File: config.mk
export PLATFORM = sky130hd
export DESIGN_NAME = mem_access_stage
export DESIGN_NICKNAME = d
export VERILOG_FILES = /design/src/hdl/rv_mem_pkg.sv /design/src/hdl/branch_resolve.sv /design/src/hdl/mem_access_stage.sv /design/src/hdl/mem_op_decode.sv /design/src/hdl/mem_wb_reg.sv
export VERILOG_INCLUDE_DIRS = /design/src /design/src/hdl
export SDC_FILE = /design/constraint.sdc
export NUM_CORES = 1
export LEC_CHECK = 0
export BUFFER_PORTS_ARGS = -buffer_cell sky130_fd_sc_hd__buf_2
export CELL_PAD_IN_SITES_DETAIL_PLACEMENT = 0
export CELL_PAD_IN_SITES_GLOBAL_PLACEMENT = 1
export CORE_AREA = 2 2 182 184
export DETAILED_ROUTE_END_ITERATION = 10
export DIE_AREA = 0 0 184 186
export PLACE_DENSITY = 0.78
export SYNTH_ARGS = -nofsm -noshare
export SYNTH_HDL_FRONTEND = slang
export SYNTH_HIERARCHICAL = 1
export SYNTH_SLANG_ARGS = --single-unit
File: constraint.sdc
create_clock -name clk -period 2.3 [get_ports clk]
set_input_delay 0.345 -clock clk [delete_from_list [all_inputs] [get_ports clk]]
set_output_delay 0.345 -clock clk [all_outputs]
set_load 0.005 [all_outputs]
File: src/hdl/rv_mem_config.svh
`ifndef RV_MEM_CONFIG_SVH
`define RV_MEM_CONFIG_SVH

// Datapath and address width
`define RV_XLEN 32

// Architectural register index width
`define RV_REG_IDX_W 5

// Data-memory access size codes
`define RV_SIZE_BYTE 2'd0
`define RV_SIZE_HALF 2'd1
`define RV_SIZE_WORD 2'd2

`endif

File: src/hdl/rv_mem_pkg.sv
`include "rv_mem_config.svh"

package rv_mem_pkg;

    // Codes follow the execute-stage branch field
    typedef enum logic [2:0] {
        br_none = 3'd0,
        br_eq   = 3'd1,
        br_ne   = 3'd2,
        br_lt   = 3'd3,
        br_ge   = 3'd4,
        br_ltu  = 3'd5,
        br_geu  = 3'd6,
        br_jalr = 3'd7
    } branch_kind_e;

    typedef enum logic [2:0] {
        ld_none = 3'd0,
        ld_b    = 3'd1,
        ld_h    = 3'd2,
        ld_w    = 3'd3,
        ld_bu   = 3'd4,
        ld_hu   = 3'd5
    } load_kind_e;

    // Bundle handed over by execute
    typedef struct packed {
        logic [31:0]         instr;
        logic [`RV_XLEN-1:0] pc_plus4;
        logic [`RV_XLEN-1:0] branch_target;
        logic [`RV_XLEN-1:0] alu_result;     // Also the memory address
        logic [`RV_XLEN-1:0] rs1_val;
        logic [`RV_XLEN-1:0] rs2_val;        // Store data
        logic                reg_write;
        logic [1:0]          wb_sel;
        logic [1:0]          fwd_tag;        // Load-use forwarding marker
    } ex_mem_t;

    typedef struct packed {
        logic [`RV_XLEN-1:0] addr;
        logic [`RV_XLEN-1:0] wdata;
        logic [1:0]          size;
        logic                req;
        logic                write;
    } dmem_req_t;

    typedef struct packed {
        branch_kind_e             branch_kind;
        load_kind_e               load_kind;
        logic [`RV_REG_IDX_W-1:0] rd;
    } mem_ctrl_t;

    // Contents of the writeback pipeline register
    typedef struct packed {
        logic                     reg_write;
        logic [1:0]               wb_sel;
        logic [`RV_REG_IDX_W-1:0] rd;
        logic [`RV_XLEN-1:0]      alu_result;
        logic [`RV_XLEN-1:0]      pc_plus4;
        logic [`RV_XLEN-1:0]      load_data;
        logic [31:0]              instr;
        logic [1:0]               fwd_tag;
    } mem_wb_t;

endpackage

File: src/hdl/branch_resolve.sv
`timescale 1ns/1ps
`include "rv_mem_config.svh"

module branch_resolve (
    input  rv_mem_pkg::branch_kind_e branch_kind,
    input  logic [`RV_XLEN-1:0]      rs1_val,
    input  logic [`RV_XLEN-1:0]      rs2_val,
    input  logic [`RV_XLEN-1:0]      alu_result,
    input  logic [`RV_XLEN-1:0]      branch_target,
    output logic                     redirect,
    output logic [`RV_XLEN-1:0]      redirect_pc
);

    logic is_eq;
    logic is_lt;
    logic is_ltu;

    // GE and GEU are the complements of these three
    assign is_eq  = (rs1_val == rs2_val);
    assign is_lt  = ($signed(rs1_val) < $signed(rs2_val));
    assign is_ltu = (rs1_val < rs2_val);

    always_comb begin
        case (branch_kind)
            rv_mem_pkg::br_eq:   redirect = is_eq;
            rv_mem_pkg::br_ne:   redirect = !is_eq;
            rv_mem_pkg::br_lt:   redirect = is_lt;
            rv_mem_pkg::br_ge:   redirect = !is_lt;
            rv_mem_pkg::br_ltu:  redirect = is_ltu;
            rv_mem_pkg::br_geu:  redirect = !is_ltu;
            rv_mem_pkg::br_jalr: redirect = 1'b1;   // Unconditional
            default:             redirect = 1'b0;
        endcase
    end

    // JALR target is rs1 + imm, already formed by the ALU
    assign redirect_pc = (branch_kind == rv_mem_pkg::br_jalr) ? alu_result : branch_target;

endmodule

File: src/hdl/mem_access_stage.sv
`timescale 1ns/1ps
`include "rv_mem_config.svh"

module mem_access_stage (
    input  logic                  clk,
    input  logic                  rst,
    input  logic                  keep,
    input  logic                  nop,
    input  rv_mem_pkg::ex_mem_t   ex_in,

    output rv_mem_pkg::dmem_req_t dmem,
    input  logic [`RV_XLEN-1:0]   rdata,    // Same-cycle read data

    output logic [`RV_XLEN-1:0]   redirect_pc,
    output logic                  redirect,

    output rv_mem_pkg::mem_wb_t   wb
);

    rv_mem_pkg::mem_ctrl_t ctrl;   // Decoded kinds and rd

    mem_op_decode u_decode (
        .ex_in (ex_in),
        .ctrl  (ctrl),
        .dmem  (dmem)
    );

    branch_resolve u_branch (
        .branch_kind   (ctrl.branch_kind),
        .rs1_val       (ex_in.rs1_val),
        .rs2_val       (ex_in.rs2_val),
        .alu_result    (ex_in.alu_result),
        .branch_target (ex_in.branch_target),
        .redirect      (redirect),
        .redirect_pc   (redirect_pc)
    );

    // Registered side lags the request by one edge
    mem_wb_reg u_wb_reg (
        .clk   (clk),
        .rst   (rst),
        .keep  (keep),
        .nop   (nop),
        .ex_in (ex_in),
        .ctrl  (ctrl),
        .rdata (rdata),
        .wb    (wb)
    );

endmodule

File: src/hdl/mem_op_decode.sv
`timescale 1ns/1ps
`include "rv_mem_config.svh"

module mem_op_decode (
    input  rv_mem_pkg::ex_mem_t   ex_in,
    output rv_mem_pkg::mem_ctrl_t ctrl,
    output rv_mem_pkg::dmem_req_t dmem
);

    localparam logic [6:0] op_load   = 7'b0000011;
    localparam logic [6:0] op_store  = 7'b0100011;
    localparam logic [6:0] op_branch = 7'b1100011;
    localparam logic [6:0] op_jalr   = 7'b1100111;

    logic [6:0] opcode;
    logic [2:0] funct3;
    logic       is_load;
    logic       is_store;

    assign opcode   = ex_in.instr[6:0];
    assign funct3   = ex_in.instr[14:12];
    assign is_load  = (opcode == op_load);
    assign is_store = (opcode == op_store);

    always_comb begin
        ctrl.branch_kind = rv_mem_pkg::br_none;
        ctrl.load_kind   = rv_mem_pkg::ld_none;
        ctrl.rd          = ex_in.instr[11:7];

        if (opcode == op_branch) begin
            case (funct3)
                3'b000:  ctrl.branch_kind = rv_mem_pkg::br_eq;
                3'b001:  ctrl.branch_kind = rv_mem_pkg::br_ne;
                3'b100:  ctrl.branch_kind = rv_mem_pkg::br_lt;
                3'b101:  ctrl.branch_kind = rv_mem_pkg::br_ge;
                3'b110:  ctrl.branch_kind = rv_mem_pkg::br_ltu;
                3'b111:  ctrl.branch_kind = rv_mem_pkg::br_geu;
                default: ctrl.branch_kind = rv_mem_pkg::br_none; // 010 and 011 reserved
            endcase
        end else if (opcode == op_jalr) begin
            ctrl.branch_kind = rv_mem_pkg::br_jalr;
        end

        if (is_load) begin
            case (funct3)
                3'b000:  ctrl.load_kind = rv_mem_pkg::ld_b;
                3'b001:  ctrl.load_kind = rv_mem_pkg::ld_h;
                3'b010:  ctrl.load_kind = rv_mem_pkg::ld_w;
                3'b100:  ctrl.load_kind = rv_mem_pkg::ld_bu;
                3'b101:  ctrl.load_kind = rv_mem_pkg::ld_hu;
                default: ctrl.load_kind = rv_mem_pkg::ld_none;
            endcase
        end
    end

    // Memory is combinational, so the request goes out this cycle
    always_comb begin
        dmem.addr  = ex_in.alu_result;
        dmem.wdata = ex_in.rs2_val;
        dmem.req   = is_load || is_store;
        dmem.write = is_store;

        // Unsigned loads share the size of their signed partner
        case (funct3[1:0])
            2'b00:   dmem.size = `RV_SIZE_BYTE;
            2'b01:   dmem.size = `RV_SIZE_HALF;
            default: dmem.size = `RV_SIZE_WORD;
        endcase
    end

endmodule

File: src/hdl/mem_wb_reg.sv
`timescale 1ns/1ps
`include "rv_mem_config.svh"

module mem_wb_reg (
    input  logic                  clk,
    input  logic                  rst,
    input  logic                  keep,   // Stall holds the register
    input  logic                  nop,    // Insert a bubble
    input  rv_mem_pkg::ex_mem_t   ex_in,
    input  rv_mem_pkg::mem_ctrl_t ctrl,
    input  logic [`RV_XLEN-1:0]   rdata,
    output rv_mem_pkg::mem_wb_t   wb
);

    logic [`RV_XLEN-1:0] load_ext;
    rv_mem_pkg::mem_wb_t wb_next;

    // Data always sits in the low lanes of rdata
    always_comb begin
        case (ctrl.load_kind)
            rv_mem_pkg::ld_b: begin
                load_ext = {{(`RV_XLEN-8){rdata[7]}}, rdata[7:0]};
            end
            rv_mem_pkg::ld_h: begin
                load_ext = {{(`RV_XLEN-16){rdata[15]}}, rdata[15:0]};
            end
            rv_mem_pkg::ld_w: begin
                load_ext = rdata;
            end
            rv_mem_pkg::ld_bu: begin
                load_ext = {{(`RV_XLEN-8){1'b0}}, rdata[7:0]};
            end
            rv_mem_pkg::ld_hu: begin
                load_ext = {{(`RV_XLEN-16){1'b0}}, rdata[15:0]};
            end
            default: begin
                load_ext = '0;   // Not a load
            end
        endcase
    end

    always_comb begin
        wb_next.reg_write  = ex_in.reg_write;
        wb_next.wb_sel     = ex_in.wb_sel;
        wb_next.rd         = ctrl.rd;
        wb_next.alu_result = ex_in.alu_result;
        wb_next.pc_plus4   = ex_in.pc_plus4;
        wb_next.load_data  = load_ext;
        wb_next.instr      = ex_in.instr;
        wb_next.fwd_tag    = ex_in.fwd_tag;
    end

    // Priority is reset, then keep, then nop, then capture
    always_ff @(posedge clk or negedge rst) begin
        if (!rst) begin
            wb <= '0;
        end else if (!keep) begin
            if (nop) begin
                wb <= '0;        // Bubble with reg_write low
            end else begin
                wb <= wb_next;
            end
        end
    end

endmodule

==> results of run 1 <==
report_power, final:
part | internal (W) | switching, W
registers | 0.00257 | 0.0000738
logic | 0.000539 | 0.000578
clock network | 0.00176 | 0.00122
metrics by stage:
stage | hold WS, ns | utilization, %
2_1_floorplan | 0.0494 | -
3_3_place_gp | 0.286 | 32.7
3_5_place_dp | 0.288 | 32.7
4_1_cts | 0.129 | 34.8
5_1_grt | 0.138 | 35.1
6_report | 0.151 | 35.1
final cells by class:
class / count / area (µm²) / share of cell area, %
antenna: 5 / 12.5 / 0.111
clock buffer: 17 / 425 / 3.76
clock inverter: 15 / 200 / 1.77
inverter: 35 / 136 / 1.20
multi-input combinational: 557 / 3710 / 32.8
sequential: 138 / 3450 / 30.5
tap: 408 / 510 / 4.51
timing repair buffer: 515 / 2870 / 25.3
final timing paths:
path / cells after the start / endpoint / startpoint
max in group asynchronous: 3 / u_wb_reg/wb[29] / rst
max reg2reg: 1 / u_wb_reg/wb[40] / u_wb_reg/wb[40]
max: 11 / redirect / ex_in[31]
min in group asynchronous: 2 / u_wb_reg/wb[36] / rst
min: 2 / u_wb_reg/wb[35] / rdata[1]
min reg2reg: 2 / u_wb_reg/wb[5] / u_wb_reg/wb[5]
placed cells by master, fill, tap and decap left out, types with 12 or more instances in the layout:
cell	count
o21ai_0	106
ha_1	28
mux2_1	32
dfrtp_1	138
nand2b_1	107
o21ai_1	25
nand2_1	137
a211oi_2	12
buf_2	465
buf_4	31
clkbuf_16	17
inv_1	31
repair_timing:
item	4_1_cts	5_1_grt
hold buffers	1	0
gates resized for setup	5	18
pin swaps	2	13
endpoints found under the setup margin	19	11
hold endpoints to repair	34	0
buffers inserted	0	2
kinds of logic after synthesis:
| logic type | count (synthesis) | synth area share, % |
|---|---|---|
| adder cells (fa/ha/maj) | 32 | 5.02 |
| AO/OA/AOI/OAI | 196 | 15.4 |
| AND/OR/NAND/NOR | 286 | 18.7 |
| multiplexers | 41 | 5.65 |
| XOR/XNOR | 2 | 0.220 |
| flip-flops | 138 | 43.3 |
| buffers and inverters | 161 | 11.7 |
per-layer routing:
metal	vias up	share of wire, %	global-route usage, %
met1	3409	41	18.1
met5	-	0.048	0
li1	3634	-	-
met3	28	6.5	3.25
met4	2	1.8	4.64
met2	294	51	27.0
==> impl_metrics.yaml, run 1 <==
status:
  status: "finished with violations"
  violations: "negative setup slack"
floorplan:
  coreArea_mm2: 0.0322
  die_w_um: 184
  pin_count: 472
  rows: 66
  die_height_um: 186
  die_area_mm2: 0.0342
  start_util_pct: 24.7
critical_path:
  crit_fanout: 2
  critPathKind: "primary input to output pin"
  cp.arrival_ns: 2.30
  ff2ff_setup_slack_ns: 1.54
  cp_slowest_cell: "a221o_1"
  required_ns: 1.96
  endpoint_kind: "output pin"
  cpPeakStageDelay_ns: 0.40
  cp-start-kind: "primary input"
  cp_num_buf_inv: 4
  crit_family: "compound AO/OA/AOI/OAI gates"
  worstPathCellList: "buf_6, inv_4, ha_4, and2_4, a221o_1, a221o_1, buf_6, a2111oi_4, a211oi_2, nand3b_1, buf_2"
synth:
  synth-edff-count: 0
  synth_area_leader_cell: "dfrtp_1"
  synthFlopType: "dfrtp_1"
  ys.warnings.count: 6
  syn-num-nets: 1121
  ys_seq_elements: 138
  synth_common_cells: "dfrtp_1 (138), nand2_1 (137), nand2b_1 (107), o21ai_0 (106), buf_4 (78)"
  ys_seq_area_share_pct: 43.3
  async_flop_share_pct: 100
  synthDistinctLibCells: 49
  synth.area.top_cells: "dfrtp_1 (43%), nand2b_1 (8.4%), buf_4 (7.3%)"
  synth_cells: 856
  synth.top_cell.area_share_pct: 43.3
  avgSynthCellArea_um2: 9.31
  syn_area_mm2: 0.00797
  yosysMostFrequentCell: "dfrtp_1"
detailed_routing:
  viasPerCell: 4.36
  num_vias: 7367
  route.detailed.drc: 0
  drt_iter0_markers: 307
  routed_wl_um: 27300
  ant_nets: 0
  first_pass_iters: 4
  wl_per_cell_um: 16.2
grt:
  grt_pass1_wl_um: 39500
  grt_pass1_vias: 7005
  grtUsageTotal_pct: 15.1
  antenna_found_initial: 6
  grt_max_degree: 114
  globalRouteOverflowTotal: 0
clock_network:
  cts_root_buffer: "clkbuf_16"
  cts_buffers: 17
  worstSkewPairLatency_ns: 0.41
  htreeDepth: 4
  clk_pin_slew_worst_paths_ns: 0.07
  cts_tree: "done"
  clock_path_buffers: 2
  clock-sinks: 138
placed_design:
  dpl.cell_count: 1650
  gp_congestion: 0.841
  hpwl_um: 21300
  dpl_cell_area_mm2: 0.0105
  io_buffers: 471
  dp_slack_ns: -0.408
final_layout:
  largest_reg_flops: 138
  nNetsFinal: 1529
  nFillCells: 3357
  area_delta_synth_final_pct: 42.0
  reg_top3: "u_wb_reg/wb (138)"
  final_cell_area_mm2: 0.0113
  regMostFlops: "u_wb_reg/wb"
  fin_cells: 1690
  drive_gt1_share_pct: 45.6
timing:
  fin_ws_ns: -0.346
  grt_setup_unrepaired: "yes"
  setup_viol_count_final: 1
  worst_pin_slew_ns: 0.557
  slew_violations: 0
  final_hold_viol_count: 0
  fin_crit_ns: 2.65
  fin_worst_skew_ns: 0
  fin_setup_tns_ns: -0.346
  fmax_ghz: 0.378
  relSlewSlack_pct: 62.8
  post-route-period-util_pct: 115
power_and_ir_drop:
  ir_drop_v: 0.000448
  power.total_w: 0.00674
  power.leakage_nw: 5.85
  powerDensity_mw_per_mm2: 596
run:
  maxCapViolations: 0
hold_path:
  worst_hold_path_type: "primary input to register"
Note: power is estimated with default switching activity, not from simulation.
==> inputs of run 2 (changes only) <==
--- a/config.mk
+++ b/config.mk
@@ -9,10 +9,10 @@
 export BUFFER_PORTS_ARGS = -buffer_cell sky130_fd_sc_hd__buf_2
 export CELL_PAD_IN_SITES_DETAIL_PLACEMENT = 0
 export CELL_PAD_IN_SITES_GLOBAL_PLACEMENT = 1
-export CORE_AREA = 2 2 182 184
+export CORE_AREA = 2 2 184 186
 export DETAILED_ROUTE_END_ITERATION = 10
-export DIE_AREA = 0 0 184 186
-export PLACE_DENSITY = 0.78
+export DIE_AREA = 0 0 186 188
+export PLACE_DENSITY = 0.75
 export SYNTH_ARGS = -nofsm -noshare
 export SYNTH_HDL_FRONTEND = slang
 export SYNTH_HIERARCHICAL = 1
==> constraint.sdc (replaced) <==
create_clock -name clk -period 2.48 [get_ports clk]
set_input_delay 0.372 -clock clk [delete_from_list [all_inputs] [get_ports clk]]
set_output_delay 0.372 -clock clk [all_outputs]
set_load 0.005 [all_outputs]
==> impl_metrics.yaml, run 2 (synthesis results as in run 1) <==
status:
  status: "finished with violations"
  violations: "negative setup slack"
clock_network:
  cts_tree: "done"
  cts_buffers: 17
  htreeDepth: 4
  clock_path_buffers: 2
  worstSkewPairLatency_ns: 0.41
  clock-sinks: 138
  clk_pin_slew_worst_paths_ns: 0.06
  cts_root_buffer: "clkbuf_16"
detailed_routing:
  wl_per_cell_um: 15.6
  ant_nets: 0
  wl_met3_um: 1740
  num_vias: 7396
  routed_wl_um: 27000
  wl_met1_um: 11000
  first_pass_iters: 4
  highest_layer: "met4"
  route.detailed.drc: 0
  drt_iter0_markers: 329
  met2_length_um: 13400
  viasPerCell: 4.28
power_and_ir_drop:
  combPwrFrac_pct: 17.1
  powerDensity_mw_per_mm2: 545
  clkPwrFrac_pct: 44.1
  p_seq_share_pct: 38.8
  p_sw_share_pct: 25.4
  ir_drop_v: 0.000407
  power.leakage_nw: 5.87
  power.total_w: 0.00632
  p_switching_w: 0.00160
  p_int_w: 0.00471
critical_path:
  r2r-start: "u_wb_reg/wb[41]"
  critPathKind: "primary input to output pin"
  crit_fanout: 3
  required_ns: 2.11
  cpPeakStageDelay_ns: 0.46
  endpoint_kind: "output pin"
  startpoint: "ex_in[19]"
  cp_slowest_cell: "o41a_1"
  cp.arrival_ns: 2.27
  cp-start-kind: "primary input"
  worstPathCellList: "buf_8, inv_4, ha_4, a21oi_2, nand2_1, a21o_1, o41a_1, nor3_2, mux2i_1, nand3b_1, buf_2"
floorplan:
  start_util_pct: 24.1
  rows: 67
  die_area_mm2: 0.0350
  pin_count: 472
  coreArea_mm2: 0.0331
  die_height_um: 188
  die_w_um: 186
placed_design:
  dp_slack_ns: -0.301
  io_buffers: 471
  hpwl_um: 20700
  gp_congestion: 0.865
grt:
  grtUsageTotal_pct: 14.7
  antenna_found_initial: 0
  grt_max_degree: 126
  grt_pass1_vias: 7176
  globalRouteOverflowTotal: 0
  grt_pass1_wl_um: 39500
timing:
  final_hold_viol_count: 0
  relSlewSlack_pct: 61.4
  slew_violations: 0
  fin_worst_skew_ns: 0
  post-route-period-util_pct: 106
  fin_ws_ns: -0.161
  grt_setup_unrepaired: "yes"
  fmax_ghz: 0.379
  fin_crit_ns: 2.64
  worst_pin_slew_ns: 0.580
  setup_viol_count_final: 1
final_layout:
  diodes: 0
  area_delta_synth_final_pct: 45.5
  regMostFlops: "u_wb_reg/wb"
  reg_top3: "u_wb_reg/wb (138)"
  drive_gt1_share_pct: 48.4
  layout_commonest_cell: "buf_2"
  largest_reg_flops: 138
  final_cell_mix: "buf_2 (460), dfrtp_1 (138), nand2_1 (136), nand2b_1 (107), o21ai_0 (106)"
  nNetsFinal: 1533
hold_path:
  hp-start: "ex_in[2]"
  worst_hold_path_type: "primary input to register"
run:
  maxCapViolations: 0
run 2: cell types whose count changed in the layout (fill, tap and decap cells not counted), moves of 6 or more:
| cell | before | now |
|---|---|---|
| inv_6 | 7 | 1 |
| inv_2 | 2 | 13 |
| inv_1 | 31 | 18 |
| ha_4 | 4 | 21 |
| ha_1 | 28 | 11 |
| buf_4 | 31 | 40 |
run 2: layout make-up:
| cell class | count | area, µm² |
|---|---|---|
| Clock inverter | 12 | 198 |
| Multi-Input combinational cell | 557 | 3910 |
| Timing Repair Buffer | 519 | 2900 |
| Tap cell | 448 | 561 |
| Clock buffer | 18 | 439 |
| Sequential cell | 138 | 3450 |
| Inverter | 35 | 141 |
| Fill cell | 3418 | 21500 |
run 2: stage by stage:
| stage | hold slack [ns] | util, % | instances | setup TNS (ns) | area [µm²] |
|---|---|---|---|---|---|
| after global placement | 0.351 | 31.9 | 1695 | -2.44 | 10600 |
| after global routing | 0.162 | 35.0 | 1727 | -0.224 | 11600 |
| final | 0.172 | 35.0 | 1727 | -0.161 | 11600 |
| after detailed placement | 0.348 | 31.9 | 1695 | -3.39 | 10600 |
| after floorplan | 0.0764 | - | 856 | 0 | 7980 |
| after CTS | 0.143 | 34.2 | 1727 | -0.144 | 11300 |
run 2: final timing paths:
check	slack, ns	cells past startpoint	endpoint
worst max-delay path	-0.16	11	redirect
worst min-delay path	0.17	2	u_wb_reg/wb[135]
worst max register to register	1.75	1	u_wb_reg/wb[41]
worst min register to register	0.48	2	u_wb_reg/wb[84]
max in group asynchronous	1.33	3	u_wb_reg/wb[19]
min in group asynchronous	0.48	2	u_wb_reg/wb[106]
run 2: power groups by stage:
| stage | clock [W] | sequential (W) | combinational, W |
|---|---|---|---|
| after global placement | 0 | 0.00249 | 0.00100 |
| after CTS | 0.00289 | 0.00245 | 0.00104 |
| final | 0.00279 | 0.00245 | 0.00108 |
| after global routing | 0.00298 | 0.00247 | 0.00120 |
| after floorplan | 0 | 0.00251 | 0.000443 |
| after detailed placement | 0 | 0.00249 | 0.00101 |
run 2: critical path, delay by kind of cell:
| kind | cells | cell delay, ns |
|---|---|---|
| adders and majority gates | 1 | 0.20 |
| muxes | 1 | 0.21 |
| buffers and inverters | 3 | 0.29 |
| and+or+nand+nor | 3 | 0.43 |
| AOI/OAI and AO/OA | 3 | 0.75 |
run 2: routing by layer:
metal  vias to the layer above  track usage, %
met1                      3441            17.0
met4                         0            6.24
li1                       3633               -
met2                       286            25.5
met3                        36            3.65
met5                         -               0
run 2: what timing repair did:
action                                  in CTS  in global routing
resized for setup                           17                 49
pin swaps                                   15                 20
hold buffers                                 1                  0
buffers inserted                             1                  0
cloned                                       0                  0
endpoints found under the setup margin       1                  3
hold endpoints to repair                    48                  0
